==> config.mk <==
export PLATFORM = sky130hd
export DESIGN_NAME = slm_ctrl_top
export DESIGN_NICKNAME = d
export VERILOG_FILES = /design/src/design/slm_ctrl_pkg.sv /design/src/design/slm_ctrl_top.sv /design/src/design/slm_reset_gen.sv /design/src/design/spi_cmd_assembler.sv /design/src/design/spi_master.sv /design/src/design/uart_reply_queue.sv /design/src/design/uart_rx.sv /design/src/design/uart_tx.sv
export SDC_FILE = /design/constraint.sdc
export NUM_CORES = 1
export LEC_CHECK = 0
export ABC_AREA = 1
export BUFFER_PORTS_ARGS = -buffer_cell sky130_fd_sc_hd__buf_2
export CAP_MARGIN = 20
export CORE_MARGIN = 10
export CORE_UTILIZATION = 50
export DETAILED_ROUTE_END_ITERATION = 8
export PLACE_DENSITY = 0.79
export SYNTH_ARGS = -nofsm -noshare
export SYNTH_HDL_FRONTEND = slang
export SYNTH_SLANG_ARGS = --single-unit
==> constraint.sdc <==
create_clock -name fpga_clk -period 2.2 [get_ports fpga_clk]
set_clock_uncertainty 0.15 [all_clocks]
set_input_delay 0.22 -clock fpga_clk [delete_from_list [all_inputs] [get_ports fpga_clk]]
set_output_delay 0.22 -clock fpga_clk [all_outputs]
set_load 0.02 [all_outputs]
==> src/design/slm_ctrl_pkg.sv <==
package slm_ctrl_pkg;

  ////////////////////////////////////////////////////////////////////////////
  // link and frame sizes
  ////////////////////////////////////////////////////////////////////////////
  localparam int BYTE_W            = 8;
  localparam int CLKS_PER_BIT      = 20;
  localparam int SPI_FRAME_W       = 16;
  localparam int SPI_HALF_PERIOD   = 4;
  localparam int RESET_HOLD_CYCLES = 10;
  localparam int REPLY_DEPTH       = 4;

  // uart bit timing
  localparam int                BAUD_W    = $clog2(CLKS_PER_BIT);
  localparam logic [BAUD_W-1:0] BAUD_LAST = BAUD_W'(CLKS_PER_BIT - 1);
  localparam logic [BAUD_W-1:0] BAUD_MID  = BAUD_W'((CLKS_PER_BIT - 1) / 2);
  // bit index over start, data and stop
  localparam int               BIT_W        = $clog2(BYTE_W + 2);
  localparam logic [BIT_W-1:0] RX_LAST_DATA = BIT_W'(BYTE_W - 1);
  localparam logic [BIT_W-1:0] TX_LAST_BIT  = BIT_W'(BYTE_W + 1);

  // spi sclk divider and bit index
  localparam int                   HALF_W       = $clog2(SPI_HALF_PERIOD);
  localparam logic [HALF_W-1:0]    HALF_LAST    = HALF_W'(SPI_HALF_PERIOD - 1);
  localparam int                   SPI_IDX_W    = $clog2(SPI_FRAME_W);
  localparam logic [SPI_IDX_W-1:0] SPI_LAST_IDX = SPI_IDX_W'(SPI_FRAME_W - 1);

  // slm reset stretch
  localparam int                HOLD_W    = $clog2(RESET_HOLD_CYCLES + 1);
  localparam logic [HOLD_W-1:0] HOLD_LOAD = HOLD_W'(RESET_HOLD_CYCLES);

  // reply queue pointers, depth is a power of two
  localparam int PTR_W = $clog2(REPLY_DEPTH);

  // uart receiver states
  localparam logic [1:0] RX_IDLE  = 2'd0;
  localparam logic [1:0] RX_START = 2'd1;
  localparam logic [1:0] RX_DATA  = 2'd2;
  localparam logic [1:0] RX_STOP  = 2'd3;

  typedef logic [BYTE_W-1:0] byte_t;

  // one spi write, raw for the shifter, split for the assembler
  typedef union packed {
    logic [SPI_FRAME_W-1:0] raw;
    struct packed {
      byte_t addr;
      byte_t data;
    } field;
  } spi_frame_u;

endpackage

==> src/design/slm_ctrl_top.sv <==
`timescale 1ns/1ns

module slm_ctrl_top (
  input  logic fpga_clk,
  input  logic reset_all_cmd_w,
  input  logic uart_rx_i,
  output logic uart_tx_o,
  output logic spi_cs_n_o,
  output logic spi_sclk_o,
  output logic spi_mosi_o,
  input  logic spi_miso_i,
  output logic slm_reset_n_o
);

  // uart rx to assembler
  logic                     rx_valid;
  slm_ctrl_pkg::byte_t      rx_byte;
  // assembler to spi master
  logic                     spi_start;
  slm_ctrl_pkg::spi_frame_u spi_frame;
  logic                     spi_busy;
  // spi reply into queue
  logic                     reply_valid;
  slm_ctrl_pkg::byte_t      reply_byte;
  // queue to uart tx
  logic                     tx_start;
  slm_ctrl_pkg::byte_t      tx_byte;
  logic                     tx_active;

  ////////////////////////////////////////////////////////////////////////////
  // host command path
  ////////////////////////////////////////////////////////////////////////////
  uart_rx u_uart_rx (
    .fpga_clk(fpga_clk), .reset_all_cmd_w(reset_all_cmd_w),
    .rx_serial_i(uart_rx_i), .rx_valid_o(rx_valid), .rx_byte_o(rx_byte)
  );

  spi_cmd_assembler u_spi_cmd_assembler (
    .fpga_clk(fpga_clk), .reset_all_cmd_w(reset_all_cmd_w),
    .rx_valid_i(rx_valid), .rx_byte_i(rx_byte), .spi_busy_i(spi_busy),
    .spi_start_o(spi_start), .spi_frame_o(spi_frame)
  );

  spi_master u_spi_master (
    .fpga_clk(fpga_clk), .reset_all_cmd_w(reset_all_cmd_w),
    .start_i(spi_start), .frame_i(spi_frame), .busy_o(spi_busy),
    .reply_valid_o(reply_valid), .reply_byte_o(reply_byte),
    .cs_n_o(spi_cs_n_o), .sclk_o(spi_sclk_o), .mosi_o(spi_mosi_o), .miso_i(spi_miso_i)
  );

  ////////////////////////////////////////////////////////////////////////////
  // reply path and slm reset
  ////////////////////////////////////////////////////////////////////////////
  uart_reply_queue u_uart_reply_queue (
    .fpga_clk(fpga_clk), .reset_all_cmd_w(reset_all_cmd_w),
    .wr_valid_i(reply_valid), .wr_byte_i(reply_byte), .tx_active_i(tx_active),
    .tx_start_o(tx_start), .tx_byte_o(tx_byte)
  );

  uart_tx u_uart_tx (
    .fpga_clk(fpga_clk), .reset_all_cmd_w(reset_all_cmd_w),
    .tx_start_i(tx_start), .tx_byte_i(tx_byte),
    .tx_serial_o(uart_tx_o), .tx_active_o(tx_active)
  );

  slm_reset_gen u_slm_reset_gen (
    .fpga_clk(fpga_clk), .reset_all_cmd_w(reset_all_cmd_w), .slm_reset_n_o(slm_reset_n_o)
  );

endmodule

==> src/design/slm_reset_gen.sv <==
`timescale 1ns/1ns

module slm_reset_gen (
  input  logic fpga_clk,
  input  logic reset_all_cmd_w,
  output logic slm_reset_n_o
);

  // cycles of hold left after board reset drops
  logic [slm_ctrl_pkg::HOLD_W-1:0] hold_cnt;

  always_ff @(posedge fpga_clk) begin
    if (reset_all_cmd_w) begin
      // reload and hold slm in reset
      hold_cnt      <= slm_ctrl_pkg::HOLD_LOAD;
      slm_reset_n_o <= 1'b0;
    end else if (hold_cnt != '0) begin
      hold_cnt      <= hold_cnt - 1'b1;
      slm_reset_n_o <= 1'b0;
    end else begin
      // stretch expired, release
      slm_reset_n_o <= 1'b1;
    end
  end

endmodule

==> src/design/spi_cmd_assembler.sv <==
`timescale 1ns/1ns

module spi_cmd_assembler (
  input  logic                     fpga_clk,
  input  logic                     reset_all_cmd_w,
  input  logic                     rx_valid_i,
  input  slm_ctrl_pkg::byte_t      rx_byte_i,
  input  logic                     spi_busy_i,
  output logic                     spi_start_o,
  output slm_ctrl_pkg::spi_frame_u spi_frame_o
);

  // low on address byte, high on data byte
  logic data_phase;

  always_ff @(posedge fpga_clk) begin
    if (reset_all_cmd_w) begin
      data_phase  <= 1'b0;
      spi_start_o <= 1'b0;
    end else begin
      spi_start_o <= 1'b0;
      if (rx_valid_i) begin
        // always back to address after a data byte
        data_phase <= !data_phase;
        // pair complete, launch unless master still busy
        if (data_phase && !spi_busy_i) spi_start_o <= 1'b1;
      end
    end
  end

  ////////////////////////////////////////////////////////////////////////////
  // frame fields
  ////////////////////////////////////////////////////////////////////////////
  always_ff @(posedge fpga_clk) begin
    if (rx_valid_i) begin
      if (!data_phase) begin
        spi_frame_o.field.addr <= rx_byte_i;
      end else if (!spi_busy_i) begin
        // discarded byte leaves the last frame untouched
        spi_frame_o.field.data <= rx_byte_i;
      end
    end
  end

endmodule

==> src/design/spi_master.sv <==
`timescale 1ns/1ns

module spi_master (
  input  logic                     fpga_clk,
  input  logic                     reset_all_cmd_w,
  input  logic                     start_i,
  input  slm_ctrl_pkg::spi_frame_u frame_i,
  output logic                     busy_o,
  output logic                     reply_valid_o,
  output slm_ctrl_pkg::byte_t      reply_byte_o,
  output logic                     cs_n_o,
  output logic                     sclk_o,
  output logic                     mosi_o,
  input  logic                     miso_i
);

  // sclk half-period divider
  logic [slm_ctrl_pkg::HALF_W-1:0]    half_cnt;
  logic                               half_tick;
  // bits clocked so far
  logic [slm_ctrl_pkg::SPI_IDX_W-1:0] bit_cnt;
  // last falling edge done, waiting out the cs tail
  logic                               last_bit;
  // mosi leaves the top, miso enters the bottom
  slm_ctrl_pkg::spi_frame_u           shift_q;
  logic                               launch;

  assign half_tick = (half_cnt == slm_ctrl_pkg::HALF_LAST);
  assign launch    = start_i && !busy_o;

  ////////////////////////////////////////////////////////////////////////////
  // cs, sclk and mosi sequencing
  ////////////////////////////////////////////////////////////////////////////
  always_ff @(posedge fpga_clk) begin
    if (reset_all_cmd_w) begin
      busy_o        <= 1'b0;
      reply_valid_o <= 1'b0;
      cs_n_o        <= 1'b1;
      sclk_o        <= 1'b0;
      mosi_o        <= 1'b1;
      half_cnt      <= '0;
      bit_cnt       <= '0;
      last_bit      <= 1'b0;
    end else begin
      reply_valid_o <= 1'b0;
      if (!busy_o) begin
        if (start_i) begin
          // cs low with msb already on mosi
          busy_o   <= 1'b1;
          cs_n_o   <= 1'b0;
          mosi_o   <= frame_i.raw[slm_ctrl_pkg::SPI_FRAME_W-1];
          half_cnt <= '0;
          bit_cnt  <= '0;
          last_bit <= 1'b0;
        end
      end else if (!half_tick) begin
        half_cnt <= half_cnt + 1'b1;
      end else begin
        half_cnt <= '0;
        if (sclk_o) begin
          // falling edge, next bit onto mosi
          sclk_o   <= 1'b0;
          mosi_o   <= shift_q.raw[slm_ctrl_pkg::SPI_FRAME_W-1];
          bit_cnt  <= bit_cnt + 1'b1;
          last_bit <= (bit_cnt == slm_ctrl_pkg::SPI_LAST_IDX);
        end else if (last_bit) begin
          // half period after the final fall
          cs_n_o        <= 1'b1;
          busy_o        <= 1'b0;
          reply_valid_o <= 1'b1;
          mosi_o        <= 1'b1;
        end else begin
          sclk_o <= 1'b1;
        end
      end
    end
  end

  // shifter, miso captured as sclk rises
  always_ff @(posedge fpga_clk) begin
    if (launch) begin
      shift_q.raw <= frame_i.raw;
    end else if (busy_o && half_tick && !sclk_o && !last_bit) begin
      shift_q.raw <= {shift_q.raw[slm_ctrl_pkg::SPI_FRAME_W-2:0], miso_i};
    end
  end

  // last eight bits sampled, stable after cs rises
  assign reply_byte_o = shift_q.raw[slm_ctrl_pkg::BYTE_W-1:0];

endmodule

==> src/design/uart_reply_queue.sv <==
`timescale 1ns/1ns

module uart_reply_queue (
  input  logic                fpga_clk,
  input  logic                reset_all_cmd_w,
  input  logic                wr_valid_i,
  input  slm_ctrl_pkg::byte_t wr_byte_i,
  input  logic                tx_active_i,
  output logic                tx_start_o,
  output slm_ctrl_pkg::byte_t tx_byte_o
);

  slm_ctrl_pkg::byte_t            mem [slm_ctrl_pkg::REPLY_DEPTH];
  logic [slm_ctrl_pkg::PTR_W-1:0] wr_ptr;
  logic [slm_ctrl_pkg::PTR_W-1:0] rd_ptr;
  logic [slm_ctrl_pkg::PTR_W:0]   count;
  logic                           full;
  logic                           empty;
  logic                           wr_en;
  logic                           rd_en;

  // top count bit set only at depth
  assign full  = count[slm_ctrl_pkg::PTR_W];
  assign empty = (count == '0);
  // replies into a full queue are lost
  assign wr_en = wr_valid_i && !full;
  // hold off while tx busy, and in the launch cycle before active rises
  assign rd_en = !empty && !tx_active_i && !tx_start_o;

  ////////////////////////////////////////////////////////////////////////////
  // pointers, count and launch
  ////////////////////////////////////////////////////////////////////////////
  always_ff @(posedge fpga_clk) begin
    if (reset_all_cmd_w) begin
      wr_ptr     <= '0;
      rd_ptr     <= '0;
      count      <= '0;
      tx_start_o <= 1'b0;
    end else begin
      // launch one cycle after the read
      tx_start_o <= rd_en;
      if (wr_en) wr_ptr <= wr_ptr + 1'b1;
      if (rd_en) rd_ptr <= rd_ptr + 1'b1;
      case ({wr_en, rd_en})
        2'b10:   count <= count + 1'b1;
        2'b01:   count <= count - 1'b1;
        default: count <= count;
      endcase
    end
  end

  // storage and read data
  always_ff @(posedge fpga_clk) begin
    if (wr_en) mem[wr_ptr] <= wr_byte_i;
    if (rd_en) tx_byte_o <= mem[rd_ptr];
  end

endmodule

==> src/design/uart_rx.sv <==
`timescale 1ns/1ns

module uart_rx (
  input  logic                fpga_clk,
  input  logic                reset_all_cmd_w,
  input  logic                rx_serial_i,
  output logic                rx_valid_o,
  output slm_ctrl_pkg::byte_t rx_byte_o
);

  // two-flop synchronizer on the async line
  logic                            rx_meta;
  logic                            rx_sync;
  logic [1:0]                      state;
  logic [slm_ctrl_pkg::BAUD_W-1:0] baud_cnt;
  logic [slm_ctrl_pkg::BIT_W-1:0]  bit_cnt;
  slm_ctrl_pkg::byte_t             shift_q;

  // line idles high
  always_ff @(posedge fpga_clk) begin
    if (reset_all_cmd_w) begin
      rx_meta <= 1'b1;
      rx_sync <= 1'b1;
    end else begin
      rx_meta <= rx_serial_i;
      rx_sync <= rx_meta;
    end
  end

  ////////////////////////////////////////////////////////////////////////////
  // frame fsm
  ////////////////////////////////////////////////////////////////////////////
  always_ff @(posedge fpga_clk) begin
    if (reset_all_cmd_w) begin
      state      <= slm_ctrl_pkg::RX_IDLE;
      baud_cnt   <= '0;
      bit_cnt    <= '0;
      rx_valid_o <= 1'b0;
    end else begin
      rx_valid_o <= 1'b0;
      case (state)
        slm_ctrl_pkg::RX_IDLE: begin
          baud_cnt <= '0;
          bit_cnt  <= '0;
          // falling edge of start bit
          if (!rx_sync) state <= slm_ctrl_pkg::RX_START;
        end
        slm_ctrl_pkg::RX_START: begin
          if (baud_cnt == slm_ctrl_pkg::BAUD_MID) begin
            baud_cnt <= '0;
            // still low at mid-bit, else a glitch
            state    <= rx_sync ? slm_ctrl_pkg::RX_IDLE : slm_ctrl_pkg::RX_DATA;
          end else begin
            baud_cnt <= baud_cnt + 1'b1;
          end
        end
        slm_ctrl_pkg::RX_DATA: begin
          if (baud_cnt == slm_ctrl_pkg::BAUD_LAST) begin
            baud_cnt <= '0;
            bit_cnt  <= bit_cnt + 1'b1;
            if (bit_cnt == slm_ctrl_pkg::RX_LAST_DATA) state <= slm_ctrl_pkg::RX_STOP;
          end else begin
            baud_cnt <= baud_cnt + 1'b1;
          end
        end
        default: begin
          // mid stop bit, pulse only on a valid stop
          if (baud_cnt == slm_ctrl_pkg::BAUD_LAST) begin
            state      <= slm_ctrl_pkg::RX_IDLE;
            rx_valid_o <= rx_sync;
          end else begin
            baud_cnt <= baud_cnt + 1'b1;
          end
        end
      endcase
    end
  end

  // data bits, lsb first
  always_ff @(posedge fpga_clk) begin
    if (state == slm_ctrl_pkg::RX_DATA && baud_cnt == slm_ctrl_pkg::BAUD_LAST) begin
      shift_q <= {rx_sync, shift_q[slm_ctrl_pkg::BYTE_W-1:1]};
    end
  end

  // held stable until the next data phase
  assign rx_byte_o = shift_q;

endmodule

==> src/design/uart_tx.sv <==
`timescale 1ns/1ns

module uart_tx (
  input  logic                fpga_clk,
  input  logic                reset_all_cmd_w,
  input  logic                tx_start_i,
  input  slm_ctrl_pkg::byte_t tx_byte_i,
  output logic                tx_serial_o,
  output logic                tx_active_o
);

  logic [slm_ctrl_pkg::BAUD_W-1:0] baud_cnt;
  logic [slm_ctrl_pkg::BIT_W-1:0]  bit_cnt;
  // stop bit above the data, shifted out lsb first
  logic [slm_ctrl_pkg::BYTE_W:0]   shift_q;
  logic                            bit_end;

  assign bit_end = (baud_cnt == slm_ctrl_pkg::BAUD_LAST);

  always_ff @(posedge fpga_clk) begin
    if (reset_all_cmd_w) begin
      tx_active_o <= 1'b0;
      tx_serial_o <= 1'b1;
      baud_cnt    <= '0;
      bit_cnt     <= '0;
    end else if (!tx_active_o) begin
      // start bit goes out on the next cycle
      if (tx_start_i) begin
        tx_active_o <= 1'b1;
        tx_serial_o <= 1'b0;
        baud_cnt    <= '0;
        bit_cnt     <= '0;
      end
    end else if (!bit_end) begin
      baud_cnt <= baud_cnt + 1'b1;
    end else begin
      baud_cnt <= '0;
      if (bit_cnt == slm_ctrl_pkg::TX_LAST_BIT) begin
        // stop bit done, back to idle high
        tx_active_o <= 1'b0;
        tx_serial_o <= 1'b1;
      end else begin
        tx_serial_o <= shift_q[0];
        bit_cnt     <= bit_cnt + 1'b1;
      end
    end
  end

  // payload shifter
  always_ff @(posedge fpga_clk) begin
    if (!tx_active_o && tx_start_i) begin
      shift_q <= {1'b1, tx_byte_i};
    end else if (tx_active_o && bit_end) begin
      shift_q <= {1'b1, shift_q[slm_ctrl_pkg::BYTE_W:1]};
    end
  end

endmodule

Word level (Yosys, flattened, before mapping)

Memory sizes are Yosys's and may differ from the RTL's. A register that Yosys moved wholly into a read port is not among the register bits.
Index checks and enable logic that the tools add are counted.

Bits in registers: 100
Memory bits (writable): 32
Memories kept: 1

Add/sub/neg operators: 11
Equality and inequality tests: 23
Multiplexer cells: 63
Bitwise operators: 5
Reductions and logical operators: 42

Memories:

| name                   | words | bits a word | read ports | clocked after Yosys merged registers in | write ports | RTL line               | RTL |
|---|---|---|---|---|---|---|---|
| u_uart_reply_queue.mem | 4     | 8           | 1          | 1                                       | 1           | uart_reply_queue.sv:13 | `slm_ctrl_pkg::byte_t mem [slm_ctrl_pkg::REPLY_DEPTH];` |

Operators with widths:

| operator                                              | count |
|---|---|
| two-way mux 4 bit                                     | 9 |
| two-way mux 16 bit                                    | 2 |
| two-way mux 1 bit                                     | 31 |
| two-way mux 5 bit                                     | 6 |
| two-way mux 2 bit                                     | 9 |
| two-way mux 8 bit                                     | 2 |
| one-hot mux 5 bit (3 select lines)                    | 1 |
| inequality test 2 bit, second input constant          | 7 |
| adder 4 x 1 -> 4 bit, second input constant           | 3 |
| AND reduction 3 bit                                   | 4 |
| nonzero test 2 bit                                    | 6 |
| logical AND 1 bit                                     | 11 |
| adder 5 x 1 -> 5 bit, second input constant           | 2 |
| == test 5 bit, second input constant                  | 2 |
| == test 4 bit, second input constant                  | 2 |
| zero test 1 bit                                       | 8 |
| one-hot mux 4 bit (2 select lines)                    | 1 |
| AND reduction 2 bit                                   | 4 |
| adder 2 x 1 -> 2 bit, second input constant           | 3 |
| == test 2 bit, second input constant                  | 3 |
| inequality test 2 x 1 -> 1 bit, second input constant | 3 |
| one-hot mux 2 bit (3 select lines)                    | 1 |
| one-hot mux 3 bit (2 select lines)                    | 1 |
| == test 5 x 4 -> 1 bit, second input constant         | 1 |
| 17 further kinds                                      | 22 |

Depth between registers and ports, before layout

Gate-level depths: netlist (run 1).

Word-level depth: 6
Mapped depth: 11
Gate-level depth less buffers: 11

Hierarchy

Synthesis (run 1) repeated with hierarchy kept, for this count alone.

Cells, all modules: 616
Area, all modules: 6,073.3 µm²

By module, submodules not included:

| module            | times used | cells an instance | area each (µm²) | seq. area each (µm²) |
|---|---|---|---|---|
| uart_reply_queue  | 1          | 149               | 1,891.8         | 1,361.3 |
| spi_master        | 1          | 163               | 1,367.6         | 720.7 |
| uart_tx           | 1          | 128               | 1,013.5         | 460.4 |
| uart_rx           | 1          | 115               | 1,012.2         | 520.5 |
| spi_cmd_assembler | 1          | 30                | 568.0           | 520.5 |
| slm_reset_gen     | 1          | 31                | 220.2           | 100.1 |

Worst setup path after synthesis (run 1)

No wires, ideal clock.

Path type: reg-to-reg
From: reg u_uart_tx.tx_active_o
To: reg u_uart_reply_queue.count[2] in the netlist's numbering
Setup time: 0.122 ns
Data arrival time: 1.922 ns
Data required time: 1.928 ns
Path slack: 0.006 ns
Cell stages (with the launch flop): 11
Buffers on the path: 0
Cells stage by stage: dfxtp_1 -> nor2_2 -> nand2_1 -> inv_1 -> ha_1 -> inv_1 -> fa_1 -> a21oi_1 -> o21ai_0 -> o21ai_0 -> a21oi_1

Longest elaborated chain between the ends: 5
Elaborated cells between the ends (all ways): 7
Classes of those cells: eq/ne (2); mux (1); reduce/logical (4)

RTL lines:

| element                                                                         | RTL line               | RTL |
|---|---|---|
| from (decl)                                                                     | uart_tx.sv:9           | `output logic tx_active_o` |
| from (signal assigned)                                                          | uart_tx.sv:22          | `tx_active_o <= 1'b0;` |
| from (signal assigned)                                                          | uart_tx.sv:29          | `tx_active_o <= 1'b1;` |
| from (signal assigned)                                                          | uart_tx.sv:40          | `tx_active_o <= 1'b0;` |
| zero test 1 bit (*)                                                             | -                      |  |
| logical AND 1 bit (*) (2 in series)                                             | uart_reply_queue.sv:28 | `assign rd_en = !empty && !tx_active_i && !tx_start_o;` |
| net u_uart_reply_queue.rd_en                                                    | uart_reply_queue.sv:20 | `logic rd_en;` |
| == test 2 x 1 -> 1 bit / == test 2 bit (equally long branches)                  | uart_reply_queue.sv:44 | `case ({wr_en, rd_en})` |
| one-hot mux 3 bit (2 select lines) / nonzero test 2 bit (equally long branches) | -                      |  |
| to (signal assigned)                                                            | uart_reply_queue.sv:45 | `2'b10: count <= count + 1'b1;` |
| to (signal assigned)                                                            | uart_reply_queue.sv:46 | `2'b01: count <= count - 1'b1;` |
| to (signal assigned)                                                            | uart_reply_queue.sv:47 | `default: count <= count;` |
| to (decl)                                                                       | uart_reply_queue.sv:16 | `logic [slm_ctrl_pkg::PTR_W:0] count;` |

The timed path passes the listed nets; every way through them passes the cells marked *.
A chain may end at the register's enable or synchronous reset.

Final worst setup path (run 1)

From: reg u_spi_master.busy_o
To: reg u_spi_master.shift_q[14] in the netlist's numbering, enable pin

Longest elaborated chain between the ends: 4
Elaborated cells between the ends (all ways): 6
Classes of those cells: reduce/logical (6)

RTL lines:

| element                                 | RTL line         | RTL |
|---|---|---|
| from (decl)                             | spi_master.sv:8  | `output logic busy_o,` |
| from (signal assigned)                  | spi_master.sv:36 | `busy_o <= 1'b0;` |
| from (signal assigned)                  | spi_master.sv:49 | `busy_o <= 1'b1;` |
| from (signal assigned)                  | spi_master.sv:69 | `busy_o <= 1'b0;` |
| logical AND 1 bit (3 in series)         | spi_master.sv:83 | `end else if (busy_o && half_tick && !sclk_o && !last_bit) begin` |
| nonzero test 2 bit (no source line) (*) | -                |  |
| to (decl)                               | spi_master.sv:25 | `slm_ctrl_pkg::spi_frame_u shift_q;` |

Mark *: on every way between the ends. The rest lies on a longest branch, timed or not.

==> results_dict.tcl, run 1 <==
set metrics [dict create \
    max-vdd-ir-drop_v 0.000863 \
    p_sw_share_pct 26.9 \
    cts_tree "built" \
    path_max_fanout 19 \
    final_common_cell "nand2_1" \
    grt_pass1_wl_um 16500 \
    nNetsFinal 598 \
    grt_overflow 0 \
    layout_common_cells "nand2_1 (136), edfxtp_1 (88), nor2_1 (56), dfxtp_1 (51), inv_1 (45)" \
    antenna_found_initial 0 \
    wl_per_cell_um 13.6 \
    die_area_sq_mm 0.0160 \
    htreeDepth 4 \
    p_switching_w 0.00198 \
    final.period_utilization_pct 90.1 \
    status "finished, final reports clean" \
    clkSlewWorstSetupHoldPaths_ns 0.06 \
    drt_iter0_markers 309 \
    seqPwrFrac_pct 44.3 \
    ant_nets 0 \
    post_cts_buffers 0 \
    final-setup-viol-count 0 \
    dr.pass1.iters 4 \
    grt_pass1_vias 3775 \
    dp_hpwl_um 6430 \
    vias 3795 \
    routed_via_density 5.18 \
    maxCapViolations 0 \
    synth_ff_type "edfxtp_1" \
    fp.coreArea_sq_mm 0.0110 \
    fin_area_sq_mm 0.00653 \
    start_util_pct 51.6 \
    routabilityCongestion 0.833 \
    ys_types 35 \
    critical_path_class "reg -> reg" \
    cts-root-buf "clkbuf_16" \
    io_pins 9 \
    static-leakage-power_nw 2.53 \
    synthCells 551 \
    post_dp_cell_area_sq_mm 0.00590 \
    async_flop_share_pct 0 \
    rows 38 \
    pwr-share-clk_pct 39.9 \
    drv_slew 0 \
    worstSkewPairLatency_ns 0.41 \
    clock-sinks 140 \
    combinationalPowerShare_pct 15.8 \
    p_per_area_mw_per_mm2 1120 \
    clk_path_buf_depth 2 \
    port_buffers 8 \
    cts_buffers 17 \
    drt_wl_total_um 9970 \
    synth_edf_count 88 \
    hold_ws_ns 0.117 \
    die-width_um 126 \
    post-route-drc-count 0 \
    slew-limit-headroom_pct 47.8 \
    yosysWarnings 0 \
    hp-class "in -> reg" \
    finalHoldViolCount 0 \
    drive_above_1_share_pct 13.0 \
    crit_path_start_kind "flip-flop" \
    rsz0062_at_grt "no" \
    max_clock_freq_mhz 505 \
    synth_area_sq_mm 0.00566 \
    cp.required_ns 2.16 \
    antenna_cells 0 \
    grt_max_degree 25 \
    die_h_um 126 \
    syn-num-nets 570 \
    final.setup.tns_ns 0 \
    tightest_slew_ns 0.782 \
    end_kind "flip-flop" \
    postSynthAreaPerCell_sq_um 10.3 \
    ys_seq_elements 140 \
    p_int_w 0.00536 \
    arrival_ns 1.94 \
    fin_crit_ns 1.98 \
    ys_seq_area_share_pct 65.0 \
    areaGrowthSynthToFinish_pct 15.3 \
    final_util_pct 59.4 \
    grt_use_total_pct 12.5 \
]
-- logic make-up after synthesis --
| logic type | count (synthesis) | share of synthesized area, % |
|---|---|---|
| adders and majority gates | 15 | 3.45 |
| DFF | 140 | 65.0 |
| xor gates and xnor gates | 5 | 0.773 |
| and+or+nand+nor | 244 | 18.3 |
| AOI/OAI and AO/OA | 81 | 7.80 |
| buffers and inverters | 66 | 4.64 |
-- flip-flops by register name, summed over array words and instances (netlist names), 2 cells and up --
name                             count
u_slm_reset_gen.hold_cnt             4
u_spi_cmd_assembler.spi_frame_o     16
u_spi_master.bit_cnt                 4
u_spi_master.half_cnt                2
u_spi_master.shift_q                16
u_uart_reply_queue.count             3
u_uart_reply_queue.mem              32
u_uart_reply_queue.rd_ptr            2
u_uart_reply_queue.tx_byte_o         8
u_uart_reply_queue.wr_ptr            2
u_uart_rx.baud_cnt                   5
u_uart_rx.bit_cnt                    4
u_uart_rx.rx_byte_o                  8
u_uart_rx.state                      2
u_uart_tx.baud_cnt                   5
u_uart_tx.bit_cnt                    4
u_uart_tx.shift_q                    8
-- worst max-delay path, cell delays in order, from the launching register on --
cell and delay, ns:
dfxtp_1 0.37, nor2_2 0.51, inv_2 0.27, nand2_1 0.13, buf_4 0.23
-- layer usage --
metal  up-vias  part of all wire [%]  track usage (%)
li1       1895                     -                -
met1      1816                    42             13.1
met2        70                    53             22.6
met3        14                   3.7             4.12
met4         0                   1.2             5.22
met5         -                     0                0
-- Yosys cell counts, types with 6 or more instances --
library cell / instances / area share (%)
edfxtp_1: 88 / 47
dfxtp_1: 52 / 18
a21oi_1: 28 / 2.5
o21ai_0: 34 / 3.0
ha_1: 14 / 3.1
nand3_1: 23 / 2.0
inv_2: 9 / 0.60
inv_1: 45 / 3.0
nor2_2: 6 / 0.66
nand2_1: 136 / 9.0
buf_2: 6 / 0.53
o22ai_1: 8 / 0.88
nor2_1: 56 / 3.7
-- final timing paths --
kind | slack, ns | to | cells after the start | start
max | 0.22 | u_spi_master.shift_q[14] | 4 | u_spi_master.busy_o
min | 0.12 | u_uart_tx.bit_cnt[2] | 3 | reset_all_cmd_w
max reg2reg | 0.22 | u_spi_master.shift_q[14] | 4 | u_spi_master.busy_o
min reg2reg | 0.26 | u_uart_rx.rx_sync | 1 | u_uart_rx.rx_meta
-- repair_timing --
item                                   CTS  global route
resized for setup                        0             3
hold buffers                             2             0
setup endpoints to repair                0             1
endpoints found under the hold margin    2             0
-- power by group through the flow --
| stage | Clock (W) | Combinational [W] | Sequential, W |
|---|---|---|---|
| 6_report | 0.00293 | 0.00116 | 0.00325 |
| 5_1_grt | 0.00306 | 0.00134 | 0.00328 |
| 4_1_cts | 0.00297 | 0.00115 | 0.00325 |
| 3_5_place_dp | 0 | 0.00113 | 0.00330 |
| 3_3_place_gp | 0 | 0.00107 | 0.00329 |
| 2_1_floorplan | 0 | 0.000887 | 0.00325 |
-- final cells by class --
type / count / area [sq um]
Tap cell: 140 / 175
Multi-Input combinational cell: 345 / 1720
Timing Repair Buffer: 21 / 143
Clock buffer: 19 / 433
Fill cell: 815 / 4450
Sequential cell: 140 / 3680
Inverter: 54 / 203
Clock inverter: 13 / 174
-- per-stage QoR --
step           instances  setup WS [ns]  power (W)
2_1_floorplan        551        0.00607    0.00414
3_3_place_gp         698          0.221    0.00436
3_5_place_dp         698          0.196    0.00443
4_1_cts              732          0.165    0.00737
5_1_grt              732         0.0221    0.00768
6_report             732          0.218    0.00734
(Power assumes the default switching activity.)
==> run 2: changes to the inputs <==
Settings changed: BUFFER_PORTS_ARGS -buffer_cell sky130_fd_sc_hd__buf_2 to unset, DONT_BUFFER_PORTS set to 1.
==> run 2 against run 1 <==
Effect of this change: register-to-register slack got worse by 0.03 ns; die area is the same; first-iteration DRC count up 7.8%; worst hold slack improved by 0.080 ns; sequential cell count did not move; cell count is 1.2% lower; non-clock buffer count fell by 9; worst setup slack got worse by 0.032 ns; largest cell class unchanged; via count fell by 0.76%; sequential power about the same.
==> results_dict.tcl, run 2 (same netlist as run 1, synthesis figures left out) <==
set metrics [dict create \
    io_pins 9 \
    drv_slew 0 \
    post_cts_buffers 0 \
    maxCapViolations 0 \
    slew-limit-headroom_pct 32.7 \
    p_per_area_mw_per_mm2 1120 \
    die_h_um 126 \
    grt_pass1_wl_um 16700 \
    p_switching_w 0.00200 \
    hp-class "in -> reg" \
    rows 38 \
    regMostFlops "u_uart_reply_queue.mem" \
    path_cells "inv_1 > nand3_1 > nand2_1 > inv_1 > ha_1 > inv_1 > fa_1 > a21oi_1 > o21ai_0 > o21ai_0 > a21oi_1" \
    largest_reg_flops 32 \
    largest_registers "u_uart_reply_queue.mem: 32 flops, u_spi_cmd_assembler.spi_frame_o: 16 flops, u_spi_master.shift_q: 16 flops" \
    antenna_found_initial 0 \
    fillers 860 \
    drive_above_1_share_pct 12.0 \
    crit_buf_inv 3 \
    port_buffers 0 \
    combinationalPowerShare_pct 15.5 \
    grt_use_total_pct 12.6 \
    tightest_slew_ns 1.01 \
    p_int_w 0.00528 \
    fin_crit_ns 2.01 \
    clock-sinks 140 \
    hold_ws_ns 0.197 \
    drt_iter0_markers 333 \
    arrival_ns 2.16 \
    final_util_pct 59.1 \
    timing.final.ws_setup_ns 0.187 \
    routabilityCongestion 0.869 \
    layout_common_cells "nand2_1 (136), edfxtp_1 (88), nor2_1 (56), dfxtp_1 (52), inv_1 (45)" \
    final.setup.tns_ns 0 \
    fp.coreArea_sq_mm 0.0110 \
    final_common_cell "nand2_1" \
    dpl_worst_slack_ns 0.184 \
    final.period_utilization_pct 91.5 \
    grt_max_degree 25 \
    max_stage_delay_ns 0.38 \
    p_sw_share_pct 27.5 \
    start_util_pct 51.6 \
    htreeDepth 4 \
    seqPwrFrac_pct 44.8 \
    end_kind "flip-flop" \
    final_cell_count_no_fill 723 \
    path_max_fanout 3 \
    cts-root-buf "clkbuf_16" \
    max_clock_freq_mhz 497 \
    routed_via_density 5.21 \
    cts_buffers 17 \
    finalHoldViolCount 0 \
    placedCellCount 688 \
    nNetsFinal 589 \
    static-leakage-power_nw 2.51 \
    clkSlewWorstSetupHoldPaths_ns 0.06 \
    ant_nets 0 \
    dp_hpwl_um 6460 \
    dr.pass1.iters 5 \
    pwr-share-clk_pct 39.8 \
    grt_pass1_vias 3854 \
    grt_overflow 0 \
    final-setup-viol-count 0 \
    worstSkewPairLatency_ns 0.41 \
    drt_wl_total_um 9650 \
    critPathSlowestCell "fa_1" \
    vias 3766 \
    die_area_sq_mm 0.0160 \
    crit_path_frequent_cell "inv_1" \
    critPathTopFamily "adder cells" \
    areaGrowthSynthToFinish_pct 14.6 \
    max-vdd-ir-drop_v 0.000810 \
    crit_path_start_kind "flip-flop" \
    cp.required_ns 2.34 \
    rsz0062_at_grt "no" \
    die-width_um 126 \
    critical_path_class "reg -> reg" \
    antenna_cells 0 \
    status "finished, final reports clean" \
    wl_per_cell_um 13.3 \
    cts_tree "built" \
    post-route-drc-count 0 \
    clk_path_buf_depth 2 \
]
[run 2: stage by stage]
stage	instance area, sq um	power, W
detailed placement	5850	0.00441
global route	6490	0.00766
global placement	5850	0.00434
finish	6490	0.00727
floorplan	5660	0.00414
CTS	6490	0.00732
[run 2: area by class of cell]
cell class | instances | area, sq um | share of cell area [%]
clock buffers | 17 | 425 | 6.55
repair buffers | 12 | 97.6 | 1.50
inverters | 54 | 203 | 3.12
clock inverters | 15 | 186 | 2.87
multi-input cells | 345 | 1720 | 26.5
flip-flops and latches | 140 | 3680 | 56.7
well taps | 140 | 175 | 2.70
[run 2: worst reg2reg max path, delay by kind of cell, from the launching register on]
family,cells,cell delay [ns]
fa+ha+maj,2,0.52
compound gates,4,0.47
flops,1,0.36
buf+inv,3,0.25
simple gates,2,0.17
[run 2: worst paths after layout]
path / slack [ns] / start / to / cells after the start
setup reg to reg: 0.19 / u_uart_reply_queue.count[0] / u_uart_reply_queue.count[2] / 11
setup / recovery: 0.19 / u_uart_reply_queue.count[0] / u_uart_reply_queue.count[2] / 11
hold / removal: 0.20 / reset_all_cmd_w / u_uart_tx.tx_serial_o / 2
hold reg to reg: 0.26 / u_uart_rx.rx_meta / u_uart_rx.rx_sync / 1
[run 2: timing repair]
action	in CTS	in global routing
resized for setup	0	1
hold buffers	3	0
endpoints found under the setup margin	0	16
hold endpoints to repair	27	0
[run 2: power groups by stage]
stage	clock network, W	logic [W]	registers, W
2_1_floorplan	0	0.000887	0.00325
3_3_place_gp	0	0.00105	0.00330
3_5_place_dp	0	0.00111	0.00331
4_1_cts	0.00294	0.00113	0.00325
5_1_grt	0.00306	0.00132	0.00328
6_report	0.00289	0.00113	0.00326
[run 2: metal layers]
layer	global-route usage [%]	wire length (um)
met1	13.5	4060
met2	21.6	4890
met3	4.16	441
met4	6.43	250
met5	0	0
